**config.mk**
```make
export PLATFORM = sky130hd
export DESIGN_NAME = prefetch_unit
export DESIGN_NICKNAME = d
export VERILOG_FILES = /design/src/pf_pkg.sv /design/src/pf_ctrl_fsm.sv /design/src/pf_addr_cnt.sv /design/src/pf_resp_filter.sv /design/src/pf_buffer.sv /design/src/prefetch_unit.sv
export SDC_FILE = /design/constraint.sdc
export NUM_CORES = 1
export LEC_CHECK = 0
export ABC_CLOCK_PERIOD_IN_PS = 2750
export BUFFER_PORTS_ARGS = -buffer_cell sky130_fd_sc_hd__buf_2
export CORE_UTILIZATION = 45
export DETAILED_ROUTE_END_ITERATION = 7
export PLACE_DENSITY = 0.7
export SLEW_MARGIN = 10
export SYNTH_ARGS = -nofsm -noshare
export SYNTH_HDL_FRONTEND = slang
export SYNTH_SLANG_ARGS = --single-unit
```
**constraint.sdc**
```tcl
create_clock -name clk -period 2.75 [get_ports clk]
set_input_delay 0.275 -clock clk [delete_from_list [all_inputs] [get_ports clk]]
set_output_delay 0.275 -clock clk [all_outputs]
set_load 0.005 [all_outputs]
```
**src/pf_pkg.sv**
```systemverilog
// Shared definitions for the instruction prefetch unit
// Address and data widths, buffer depth and derived count widths
// Controller state encoding

`default_nettype none

package pf_pkg;

  ////////////////////
  // Widths
  ////////////////////

  // Instruction address width
  localparam int unsigned PF_ADDR_W = 32;

  // Instruction word width
  localparam int unsigned PF_DATA_W = 32;

  ////////////////////
  // Buffer sizing
  ////////////////////

  // Buffer entries, also the limit on buffered plus live outstanding words
  // Any power of two of 2 or more
  localparam int unsigned PF_DEPTH = 4;

  // Occupancy and outstanding counts, must hold PF_DEPTH itself
  localparam int unsigned PF_CNT_W = $clog2(PF_DEPTH + 1);

  // Buffer read and write pointers, wrap naturally at PF_DEPTH
  localparam int unsigned PF_PTR_W = $clog2(PF_DEPTH);

  // Byte step between sequential instruction words
  localparam int unsigned PF_WORD_INCR = 4;

  ////////////////////
  // Controller state
  ////////////////////

  // IDLE        issuing sequentially or waiting for credit
  // BRANCH_WAIT branch target held until the bus accepts it
  typedef enum logic {
    IDLE        = 1'b0,
    BRANCH_WAIT = 1'b1
  } prefetch_state_e;

endpackage

`default_nettype wire

```
**src/pf_ctrl_fsm.sv**
```systemverilog
// Prefetch controller FSM
// Request credit rule, branch target holding and flush generation
// Concurrent assertions on request and branch behavior

`timescale 1ns/1ps
`default_nettype none

module pf_ctrl_fsm import pf_pkg::*; (
  input  logic                clk,
  input  logic                rst_n,
  // Core fetch side
  input  logic                fetch_valid_i,
  input  logic                fetch_branch_i,
  // Bus request handshake
  input  logic                trans_ready_i,
  // Buffer occupancy and live transactions in flight
  input  logic [PF_CNT_W-1:0] count_i,
  input  logic [PF_CNT_W-1:0] outstanding_i,
  output logic                trans_valid_o,
  output logic                fetch_ready_o,
  // Strobes to the counters, filter and buffer
  output logic                issue_o,
  output logic                flush_o,
  output logic                sel_branch_o
);

  prefetch_state_e state_q;
  prefetch_state_e state_d;

  // Buffered plus live outstanding, one bit wider than either count
  logic [PF_CNT_W:0] inflight_sum;
  logic              credit_ok;
  logic              accept;

  ////////////////////
  // Credit rule
  ////////////////////

  assign inflight_sum = {1'b0, count_i} + {1'b0, outstanding_i};

  // Branch cycle and a held target count as empty
  // The flush clears the buffer and old responses get discarded, not stored
  assign credit_ok = fetch_branch_i || (state_q == BRANCH_WAIT) ||
                     (inflight_sum < PF_DEPTH);

  assign trans_valid_o = fetch_valid_i && credit_ok;
  assign accept        = trans_valid_o && trans_ready_i;
  assign fetch_ready_o = accept;
  assign issue_o       = accept;

  // Flush is the branch pulse itself
  assign flush_o      = fetch_branch_i;
  // Target goes to the bus combinationally in the branch cycle only
  // In BRANCH_WAIT the fetch counter already holds it
  assign sel_branch_o = fetch_branch_i;

  ////////////////////
  // State register
  ////////////////////

  always_comb begin
    state_d = state_q;
    case (state_q)
      IDLE: begin
        if (fetch_branch_i && !accept) begin
          state_d = BRANCH_WAIT;
        end
      end
      BRANCH_WAIT: begin
        // A fresh branch just replaces the held target
        if (accept) begin
          state_d = IDLE;
        end
      end
      default: begin
        state_d = IDLE;
      end
    endcase
  end

  always_ff @(posedge clk or negedge rst_n) begin
    if (!rst_n) begin
      state_q <= IDLE;
    end else begin
      state_q <= state_d;
    end
  end

  ////////////////////
  // Assertions
  ////////////////////

  // Set once the core has given its first branch
  logic seen_branch_q;

  always_ff @(posedge clk or negedge rst_n) begin
    if (!rst_n) begin
      seen_branch_q <= 1'b0;
    end else if (fetch_branch_i) begin
      seen_branch_q <= 1'b1;
    end
  end

  // No request without the core asking for one
  a_trans_valid: assert property (@(posedge clk) disable iff (!rst_n)
    trans_valid_o |-> fetch_valid_i)
    else $error("trans_valid_o high while fetch_valid_i low");

  // Core sees every acceptance
  a_fetch_ready: assert property (@(posedge clk) disable iff (!rst_n)
    (trans_valid_o && trans_ready_i) |-> fetch_ready_o)
    else $error("fetch_ready_o low on an accepted transaction");

  // Stream must start at a branch target, never at the reset address
  a_first_fetch: assert property (@(posedge clk) disable iff (!rst_n)
    trans_valid_o |-> (fetch_branch_i || seen_branch_q))
    else $error("first request after reset does not follow a branch");

  // Branch during BRANCH_WAIT replaces the target, nothing of the old stream is kept
  a_branch_wait_replace: assert property (@(posedge clk) disable iff (!rst_n)
    (state_q == BRANCH_WAIT && fetch_branch_i && !accept)
      |=> (state_q == BRANCH_WAIT && count_i == '0 && outstanding_i == '0))
    else $error("branch in BRANCH_WAIT did not replace the held target");

endmodule

`default_nettype wire

```
**src/pf_addr_cnt.sv**
```systemverilog
// Fetch address counter for bus requests
// Output instruction address counter for the core
// Assertions on request address alignment and sequential stepping

`timescale 1ns/1ps
`default_nettype none

module pf_addr_cnt import pf_pkg::*; (
  input  logic                 clk,
  input  logic                 rst_n,
  input  logic                 fetch_branch_i,
  input  logic [PF_ADDR_W-1:0] fetch_branch_addr_i,
  input  logic                 sel_branch_i,
  // Bus acceptance and instruction take strobes
  input  logic                 issue_i,
  input  logic                 pop_i,
  output logic [PF_ADDR_W-1:0] trans_addr_o,
  output logic [PF_ADDR_W-1:0] instr_addr_o
);

  logic [PF_ADDR_W-1:0] fetch_addr_q;
  logic [PF_ADDR_W-1:0] instr_addr_q;

  // Bypass the counter in the branch cycle
  assign trans_addr_o = sel_branch_i ? fetch_branch_addr_i : fetch_addr_q;
  assign instr_addr_o = instr_addr_q;

  // Fetch counter
  // Branch accepted at once moves straight past the target
  always_ff @(posedge clk or negedge rst_n) begin
    if (!rst_n) begin
      fetch_addr_q <= '0;
    end else if (issue_i) begin
      fetch_addr_q <= trans_addr_o + PF_ADDR_W'(PF_WORD_INCR);
    end else if (fetch_branch_i) begin
      fetch_addr_q <= fetch_branch_addr_i;
    end
  end

  // Output counter, a pop in the branch cycle belongs to the old stream
  always_ff @(posedge clk or negedge rst_n) begin
    if (!rst_n) begin
      instr_addr_q <= '0;
    end else if (fetch_branch_i) begin
      instr_addr_q <= fetch_branch_addr_i;
    end else if (pop_i) begin
      instr_addr_q <= instr_addr_q + PF_ADDR_W'(PF_WORD_INCR);
    end
  end

  ////////////////////
  // Assertions
  ////////////////////

  // Last accepted address, valid only after an acceptance in the current stream
  logic [PF_ADDR_W-1:0] prev_addr_q;
  logic                 seq_q;

  always_ff @(posedge clk or negedge rst_n) begin
    if (!rst_n) begin
      prev_addr_q <= '0;
      seq_q       <= 1'b0;
    end else if (issue_i) begin
      prev_addr_q <= trans_addr_o;
      seq_q       <= 1'b1;
    end else if (fetch_branch_i) begin
      seq_q       <= 1'b0;
    end
  end

  a_trans_addr_aligned: assert property (@(posedge clk) disable iff (!rst_n)
    issue_i |-> (trans_addr_o[1:0] == 2'b00))
    else $error("trans_addr_o not word aligned");

  a_addr_incr: assert property (@(posedge clk) disable iff (!rst_n)
    (issue_i && !sel_branch_i && seq_q)
      |-> (trans_addr_o == prev_addr_q + PF_ADDR_W'(PF_WORD_INCR)))
    else $error("sequential request address did not step by one word");

endmodule

`default_nettype wire

```
**src/pf_resp_filter.sv**
```systemverilog
// Bus response filter
// Live outstanding count and discard count for flushed streams
// Assertion on unexpected responses

`timescale 1ns/1ps
`default_nettype none

module pf_resp_filter import pf_pkg::*; (
  input  logic                 clk,
  input  logic                 rst_n,
  input  logic                 issue_i,
  input  logic                 flush_i,
  // In-order response strobe and word
  input  logic                 resp_valid_i,
  input  logic [PF_DATA_W-1:0] resp_rdata_i,
  // Buffer write port
  output logic                 wr_en_o,
  output logic [PF_DATA_W-1:0] wr_data_o,
  output logic [PF_CNT_W-1:0]  outstanding_o
);

  // Transactions whose words will be stored
  logic [PF_CNT_W-1:0] live_q;
  logic [PF_CNT_W-1:0] live_d;
  // Responses still owed to flushed streams
  // One bit wider, a second flush can land before the first drains
  logic [PF_CNT_W:0]   disc_q;
  logic [PF_CNT_W:0]   disc_d;

  logic                dropping;
  logic                keep;

  // Discards always come first, responses arrive in order
  assign dropping = (disc_q != '0);

  // Response in the flush cycle is from the old stream
  // The new target cannot answer before the next cycle
  assign keep = resp_valid_i && !dropping && !flush_i;

  assign wr_en_o       = keep;
  assign wr_data_o     = resp_rdata_i;
  assign outstanding_o = live_q;

  ////////////////////
  // Count update
  ////////////////////

  always_comb begin
    if (flush_i) begin
      // Everything in flight now is old, only a same-cycle target stays live
      disc_d = disc_q + {1'b0, live_q} - (PF_CNT_W + 1)'(resp_valid_i);
      live_d = PF_CNT_W'(issue_i);
    end else begin
      disc_d = disc_q - (PF_CNT_W + 1)'(resp_valid_i && dropping);
      live_d = live_q + PF_CNT_W'(issue_i) - PF_CNT_W'(keep);
    end
  end

  always_ff @(posedge clk or negedge rst_n) begin
    if (!rst_n) begin
      live_q <= '0;
      disc_q <= '0;
    end else begin
      live_q <= live_d;
      disc_q <= disc_d;
    end
  end

  ////////////////////
  // Assertions
  ////////////////////

  // Bus must answer only what was accepted
  a_resp_expected: assert property (@(posedge clk) disable iff (!rst_n)
    resp_valid_i |-> (live_q != '0 || disc_q != '0))
    else $error("response with no transaction outstanding");

endmodule

`default_nettype wire

```
**src/pf_buffer.sv**
```systemverilog
// Prefetch buffer FIFO for instruction words
// Registered occupancy, single-cycle flush
// Assertion on overflow

`timescale 1ns/1ps
`default_nettype none

module pf_buffer import pf_pkg::*; (
  input  logic                 clk,
  input  logic                 rst_n,
  input  logic                 flush_i,
  // Write side from the response filter
  input  logic                 wr_en_i,
  input  logic [PF_DATA_W-1:0] wr_data_i,
  // Read side to the core
  input  logic                 rd_en_i,
  output logic                 rd_valid_o,
  output logic [PF_DATA_W-1:0] rd_data_o,
  output logic [PF_CNT_W-1:0]  count_o
);

  // Word storage
  logic [PF_DATA_W-1:0] mem_q [PF_DEPTH];

  logic [PF_PTR_W-1:0]  wr_ptr_q;
  logic [PF_PTR_W-1:0]  rd_ptr_q;
  logic [PF_CNT_W-1:0]  count_q;

  logic                 push;
  logic                 pop;

  // Flush wins over a write in the same cycle
  assign push = wr_en_i && !flush_i;
  // Read only when a word is there
  assign pop  = rd_en_i && rd_valid_o;

  assign rd_valid_o = (count_q != '0);
  assign rd_data_o  = mem_q[rd_ptr_q];
  assign count_o    = count_q;

  ////////////////////
  // Storage
  ////////////////////

  always_ff @(posedge clk) begin
    if (push) begin
      mem_q[wr_ptr_q] <= wr_data_i;
    end
  end

  ////////////////////
  // Pointers and occupancy
  ////////////////////

  always_ff @(posedge clk or negedge rst_n) begin
    if (!rst_n) begin
      wr_ptr_q <= '0;
      rd_ptr_q <= '0;
      count_q  <= '0;
    end else if (flush_i) begin
      // Whole buffer dropped at once
      wr_ptr_q <= '0;
      rd_ptr_q <= '0;
      count_q  <= '0;
    end else begin
      if (push) begin
        wr_ptr_q <= wr_ptr_q + 1'b1;
      end
      if (pop) begin
        rd_ptr_q <= rd_ptr_q + 1'b1;
      end
      count_q <= count_q + PF_CNT_W'(push) - PF_CNT_W'(pop);
    end
  end

  ////////////////////
  // Assertions
  ////////////////////

  // Controller credit must keep room for every live response
  a_no_overflow: assert property (@(posedge clk) disable iff (!rst_n)
    push |-> (count_q != PF_CNT_W'(PF_DEPTH)))
    else $error("prefetch buffer written while full");

endmodule

`default_nettype wire

```
**src/prefetch_unit.sv**
```systemverilog
// Instruction prefetch unit top level
// Controller, address counters, response filter and prefetch buffer

`timescale 1ns/1ps
`default_nettype none

module prefetch_unit import pf_pkg::*; (
  input  logic                 clk,
  input  logic                 rst_n,
  // Core fetch side
  input  logic                 fetch_valid_i,
  input  logic                 fetch_branch_i,
  input  logic [PF_ADDR_W-1:0] fetch_branch_addr_i,
  output logic                 fetch_ready_o,
  // Bus request
  output logic                 trans_valid_o,
  input  logic                 trans_ready_i,
  output logic [PF_ADDR_W-1:0] trans_addr_o,
  // Bus response
  input  logic                 resp_valid_i,
  input  logic [PF_DATA_W-1:0] resp_rdata_i,
  // Instruction output
  output logic                 instr_valid_o,
  input  logic                 instr_ready_i,
  output logic [PF_DATA_W-1:0] instr_rdata_o,
  output logic [PF_ADDR_W-1:0] instr_addr_o
);

  logic                 issue;
  logic                 flush;
  logic                 sel_branch;
  logic                 wr_en;
  logic [PF_DATA_W-1:0] wr_data;
  logic [PF_CNT_W-1:0]  outstanding;
  logic [PF_CNT_W-1:0]  count;
  logic                 instr_take;

  // Word leaves the buffer on the output handshake
  assign instr_take = instr_valid_o && instr_ready_i;

  pf_ctrl_fsm i_ctrl (
    .clk           (clk),
    .rst_n         (rst_n),
    .fetch_valid_i (fetch_valid_i),
    .fetch_branch_i(fetch_branch_i),
    .trans_ready_i (trans_ready_i),
    .count_i       (count),
    .outstanding_i (outstanding),
    .trans_valid_o (trans_valid_o),
    .fetch_ready_o (fetch_ready_o),
    .issue_o       (issue),
    .flush_o       (flush),
    .sel_branch_o  (sel_branch)
  );

  pf_addr_cnt i_addr_cnt (
    .clk                (clk),
    .rst_n              (rst_n),
    .fetch_branch_i     (fetch_branch_i),
    .fetch_branch_addr_i(fetch_branch_addr_i),
    .sel_branch_i       (sel_branch),
    .issue_i            (issue),
    .pop_i              (instr_take),
    .trans_addr_o       (trans_addr_o),
    .instr_addr_o       (instr_addr_o)
  );

  pf_resp_filter i_resp_filter (
    .clk          (clk),
    .rst_n        (rst_n),
    .issue_i      (issue),
    .flush_i      (flush),
    .resp_valid_i (resp_valid_i),
    .resp_rdata_i (resp_rdata_i),
    .wr_en_o      (wr_en),
    .wr_data_o    (wr_data),
    .outstanding_o(outstanding)
  );

  pf_buffer i_buffer (
    .clk       (clk),
    .rst_n     (rst_n),
    .flush_i   (flush),
    .wr_en_i   (wr_en),
    .wr_data_i (wr_data),
    .rd_en_i   (instr_take),
    .rd_valid_o(instr_valid_o),
    .rd_data_o (instr_rdata_o),
    .count_o   (count)
  );

endmodule

`default_nettype wire

```
## Yosys cells after proc, flatten, opt, wreduce, memory -nomap -nowiden

Memory sizes are Yosys's and may differ from the RTL's.
Cells that the tools add are included.

- Add/subtract/negate cells: 12
- Order comparisons: 1
- Muxes and demuxes: 16
- Bitwise gates (word level): 1
- Reduce and logical (&&, ||, !) cells: 19

Operator list:

| kind | count |
|---|---|
| 32-bit 2-to-1 mux | 4 |
| 32-bit by 3-bit adder with 32-bit output (second input constant) | 2 |
| 1-bit logical AND | 9 |
| 2-bit 2-to-1 mux | 4 |
| 4-bit by 1-bit subtractor with 4-bit output | 2 |
| 3-bit by 1-bit adder with 3-bit output | 2 |
| 3-bit 2-to-1 mux | 2 |
| 2-bit nonzero test | 3 |
| 3-bit by 1-bit subtractor with 3-bit output | 2 |
| 2-bit by 1-bit adder with 2-bit output (second input constant) | 2 |
| 3-bit by 3-bit adder with 4-bit output | 1 |
| 4-bit by 3-bit adder with 4-bit output | 1 |
| 4-bit by 3-bit less-than comparator with 1-bit output (second input constant) | 1 |
| 1-bit 2-to-1 mux | 4 |
| 4-bit 2-to-1 mux | 1 |
| 4-bit nonzero test | 1 |
| 1-bit logical NOT | 3 |
| 3-bit nonzero test | 1 |
| 1-bit logical OR | 2 |
| 1-bit one-hot mux with 2 select lines | 1 |
| 1-bit inverter | 1 |

- Flip-flop bits (word level): 79
- RAM bits: 128
- Input port bits: 71
- Memories: 1

Memories:

| name | depth | width | read ports | clocked after memory_dff | wr ports | line | text |
|---|---|---|---|---|---|---|---|
| i_buffer.mem_q | 4 | 32 | 1 | 0 | 1 | pf_buffer.sv:23 | `logic [PF_DATA_W-1:0] mem_q [PF_DEPTH];` |

## Depth between registers and ports, before layout

- Depth in word-level cells: 9
- Depth in mapped cells: 13
- Gate-level depth less buffers: 10

## Hierarchy

Synthesis repeated with hierarchy kept, for this count alone.

- Cell total of the unflattened synthesis: 827
- Area, all modules: 10,560.1 um2

Modules (own cells, without submodules):

| module | times used | cells an instance | area an instance (um2) |
|---|---|---|---|
| pf_buffer | 1 | 210 | 5,118.7 |
| pf_addr_cnt | 1 | 512 | 4,510.6 |
| pf_resp_filter | 1 | 91 | 803.3 |
| pf_ctrl_fsm | 1 | 13 | 121.4 |
| prefetch_unit | 1 | 1 | 6.3 |

## Least setup slack after synthesis

No wires, ideal clock.

- Path kind: register to register
- Start: register i_buffer.count_q[1] (netlist: i_buffer.count_o[1])
- End: register i_resp_filter.live_q[2] (netlist: i_resp_filter.outstanding_o[2])
- Setup time: 0.132 ns
- Arrival time: 2.438 ns
- Data required time: 2.618 ns
- Setup slack: 0.180 ns
- Stages on the path, launching flop included: 11
- Buffers on the path: 1
- Cell sequence: dfrtp_1 > ha_1 > and3_1 > o41ai_4 > and2_0 > clkbuf_1 > ha_1 > inv_1 > fa_1 > xnor2_1 > nor2_1

- Longest elaborated chain between the ends: 8

RTL lines:

| what | line | text |
|---|---|---|
| from (decl) | pf_buffer.sv:27 | `logic [PF_CNT_W-1:0] count_q;` |
| from (signal assigned) | pf_buffer.sv:72 | `count_q <= count_q + PF_CNT_W'(push) - PF_CNT_W'(pop);` |
| 3-bit by 3-bit adder with 4-bit output | pf_ctrl_fsm.sv:39 | `assign inflight_sum = {1'b0, count_i} + {1'b0, outstanding_i};` |
| 4-bit by 3-bit less-than comparator with 1-bit output | pf_ctrl_fsm.sv:44 | `(inflight_sum < PF_DEPTH);` |
| 1-bit logical OR | pf_ctrl_fsm.sv:43 | `assign credit_ok = fetch_branch_i \|\| (state_q == BRANCH_WAIT) \|\|` |
| 1-bit logical AND | pf_ctrl_fsm.sv:46 | `assign trans_valid_o = fetch_valid_i && credit_ok;` |
| 1-bit logical AND | pf_ctrl_fsm.sv:47 | `assign accept = trans_valid_o && trans_ready_i;` |
| named net fetch_ready_o | prefetch_unit.sv:14 | `output logic fetch_ready_o,` |
| 3-bit by 1-bit adder with 3-bit output | pf_resp_filter.sv:55 | `live_d = live_q + PF_CNT_W'(issue_i) - PF_CNT_W'(keep);` |
| 3-bit by 1-bit subtractor with 3-bit output | pf_resp_filter.sv:55 |  |
| 3-bit 2-to-1 mux | pf_resp_filter.sv:49 | `if (flush_i) begin` |
| named net i_resp_filter.live_d[2] | pf_resp_filter.sv:24 | `logic [PF_CNT_W-1:0] live_d;` |
| to (signal assigned) | pf_resp_filter.sv:64 | `live_q <= live_d;` |
| to (decl) | pf_resp_filter.sv:23 | `logic [PF_CNT_W-1:0] live_q;` |

The timed path passes the listed nets, and every way through them passes these cells.
A chain may end at the register's enable or synchronous reset.

## Final worst setup path

- Start: register i_buffer.count_q[1] (netlist: i_buffer.count_o[1])
- End: output fetch_ready_o

- Longest elaborated chain between the ends: 5

RTL lines:

| what | line |
|---|---|
| 3-bit by 3-bit adder with 4-bit output | pf_ctrl_fsm.sv:39 |
| 4-bit by 3-bit less-than comparator with 1-bit output | pf_ctrl_fsm.sv:44 |
| 1-bit logical OR | pf_ctrl_fsm.sv:43 |
| 1-bit logical AND | pf_ctrl_fsm.sv:46 |
| 1-bit logical AND | pf_ctrl_fsm.sv:47 |
| to (decl) | prefetch_unit.sv:14 |

Every way passes these cells.

==> impl_metrics.toml <==
[power_and_ir_drop]
pwr-share-comb = 0.220
power_density_mw_per_mm2 = 729
switching_power_uw = 2330
swShare = 0.269
internal-power_uw = 6310
power.leakage_uw = 0.00481
ir_worst_vdd_mv = 0.481
power.clock.fraction = 0.350
p_seq_frac = 0.429

[routing]
wl_per_cell_um = 16.5
route.detailed.drc = 0
viasPerCell = 5.13
drtAntennaViolNets = 0
drt_iter0_drc = 384
drt-pass1-iter-count = 5
vias = 6104
routed_wl_mm = 19.6

[clock_tree]
postCtsResizedCells = 0
clock_latency_ps = 520
cts_tree = "built"
cts_buffers = 23
cts_max_level = 1
cts.path.max_buffers = 3
post_cts_buffers = 0
cts-root-buf = "clkbuf_16"
clkSinkCount = 207
path_clk_slew_ps = 60

[yosys]
yosys-top-cells-area = "edfxtp_1, dfrtp_1, mux4_2, xor2_1, xnor2_1"
synth_xor_area_frac = 0.0634
yosysSeqAreaShare = 0.620
synth_fa_ha_area_frac = 0.0330
synth.area.mux_share = 0.0949
netlist_area_mm2 = 0.00939
yosysWarnings = 0
yosys.area.top_type = "edfxtp_1"
synth_top_family_by_area = "simple AND/OR/NAND/NOR gates"
synth_cell_types = 53
synth_compound_area_frac = 0.0530
synth.most_common_cell = "edfxtp_1"
syn_avg_cell_area_um2 = 14.0
synth_top_flop_cell = "edfxtp_1"
synth-simple-area-share = 0.0986
yosys-top-cells-count = "edfxtp_1, dfrtp_1, nand2_1, inv_1, o21ai_0"
synth_cells = 671
synth-edff-count = 128
ys_ff_latch = 207
synth_fp_nets = 765
synth_top_cell_area_share = 0.409
async_flop_share = 0.382

[timing]
max_slew_margin = 0.548
finalCriticalPeriod_ps = 2450
setup-tns-final_ps = 0
tightestPinTransition_ps = 678
hold_ws_ps = 13.2
finalSetupViolations = 0
period_share = 0.891
finClkSkew_ps = 13.2
hold_viol = 0
report.final.slew_viol_count = 0
fmax_ghz = 0.408
fin_ws_ps = 299
rsz0062_at_grt = "false"

[layout]
area_delta_synth_final_pct = 26.2
fin_util = 0.582
stdcell_count = 1191
antenna_cells = 0
layout.nets = 998
drive_above_1_share = 0.307

[floorplan]
core_mm2 = 0.0204
dieArea_mm2 = 0.0215
ios = 170
die_h_um = 146
initial_core_util = 0.461
rows = 52
die_x_um = 146

[critical_path]
crit_end = "fetch_ready_o"
crit_start = "i_buffer.count_o[1]"
r2r_start = "i_resp_filter.disc_q[1]"
slowest_stage = "dfrtp_1"
arrival_ps = 2180
worstPathCellList = "ha_1, and3_1, o41ai_4, and2_0, buf_4, buf_2"
cp_max_fo = 6
reg2regPathDepth = 10
crit_type = "reg2out"
reg2reg_slack_ps = 360
start_kind = "flip-flop"
slowest_delay_ps = 460
cp.required_ps = 2480
r2r-end = "i_resp_filter.outstanding_o[2]"
endpoint_kind = "primary output"

[place]
port_buffers = 169
place_congestion = 0.865
dp_hpwl_mm = 13.1
dp.cells = 1106
post-place-ws_ps = 361

[global_routing]
grt_antenna_before_repair = 0
use_met3 = 0.0419
busiest_layer = "met2"
grt_use_total = 0.187
grt_pass1_vias = 6095
met2_usage = 0.302
grt_remaining_overflow = 0
grt_first_pass_wirelength_mm = 31.9
grt_start_max_net_pins = 54
grtUsageMet1 = 0.255

[run_status]
status = "finished clean"

[min_path]
min-delay-path-class = "in2reg"

[flow_run]
maxCapViolCount = 0
power groups by stage:
stage | registers [µW] | logic [µW] | clock network [µW]
after floorplan | 3720 | 1240 | 0
after global placement | 3760 | 1850 | 0
after detailed placement | 3770 | 1870 | 0
after CTS | 3710 | 1930 | 3090
after global routing | 3740 | 2130 | 3220
final | 3710 | 1900 | 3030
layer usage:
layer,wire length (µm),part of all wire,up-vias
met3,1600,0.082,27
met4,376,0.019,0
met5,0,0,-
met2,9220,0.47,213
li1,-,-,2916
met1,8390,0.43,2948
per-stage QoR:
stage	cell area [µm²]	total power (µW)
6_report	11800	8640
5_1_grt	11800	9100
4_1_cts	11800	8740
3_5_place_dp	10700	5640
3_3_place_gp	10700	5610
2_1_floorplan	9390	4950
state kept, by name, summed over array words and instances, names as in the netlist:
name and cells:
i_buffer.count_o 3, i_resp_filter.disc_q 4, i_addr_cnt.instr_addr_o 32, i_buffer.rd_ptr_q 2, i_addr_cnt.fetch_addr_q 32, i_buffer.mem_q 128, i_resp_filter.outstanding_o 3, i_buffer.wr_ptr_q 2
i_ctrl.state_q 1
critical path, delay by kind of cell, from the launching register on:
kind / cells / cell delay (ps)
DFF: 1 / 460
adders and majority gates: 1 / 320
buffers and inverters: 2 / 290
AOI/OAI and AO/OA: 1 / 210
and+or+nand+nor: 2 / 380
worst min-delay path by stage:
stage	start	cells after the start	slack, ps	endpoint
floorplan	rst_n	0	-20	i_addr_cnt.fetch_addr_q[0]
global placement	rst_n	1	360	i_addr_cnt.fetch_addr_q[24]
detailed placement	rst_n	1	360	i_addr_cnt.fetch_addr_q[24]
CTS	fetch_branch_addr_i[12]	3	9	i_addr_cnt.instr_addr_o[12]
global route	fetch_branch_addr_i[12]	3	20	i_addr_cnt.instr_addr_o[12]
finish	fetch_branch_addr_i[31]	3	10	i_addr_cnt.instr_addr_o[31]
layout by cell type (no fill, tap or decap), types with 4 or more instances in the layout:
cell           Yosys  layout
nand2_1           58      58
inv_1             54      54
nand4b_1           4       4
ha_1              20      20
xor2_1            36      36
nor3_1             8       8
clkbuf_16          0      24
buf_12             1       4
dfrtp_1           79      78
and2_1             9       9
dlygate4sd3_1      0      43
clkbuf_1          13       6
clkinvlp_4         0       4
mux2i_1            8       8
edfxtp_1         128     128
buf_4              1      21
and3_1             4       4
nor2_1            25      25
mux2_2             8       8
o21ai_0           53      53
nand4_1           22      22
xnor2_1           32      32
nand3_1           15      15
buf_2              9     167
mux4_2            32      32
layout make-up:
| type | instances | area, µm² |
|---|---|---|
| clock buffer | 30 | 623 |
| clock inverter | 12 | 138 |
| fill | 1604 | 8520 |
| inverter | 54 | 203 |
| multi-input combinational | 383 | 3220 |
| sequential | 207 | 5820 |
| tap | 270 | 338 |
| timing repair buffer | 235 | 1500 |
timing repair:
action                                  4_1_cts  5_1_grt
hold buffers                                 43        0
endpoints found under the setup margin        0        0
endpoints found under the hold margin       188        0
cell families after synthesis:
family                     Yosys count
AOI/OAI and AO/OA                   76
xor gates and xnor gates            68
adders and majority gates           23
buffers and inverters               81
DFF                                207
muxes                               48
and+or+nand+nor                    168
(Power assumes the default switching activity.)
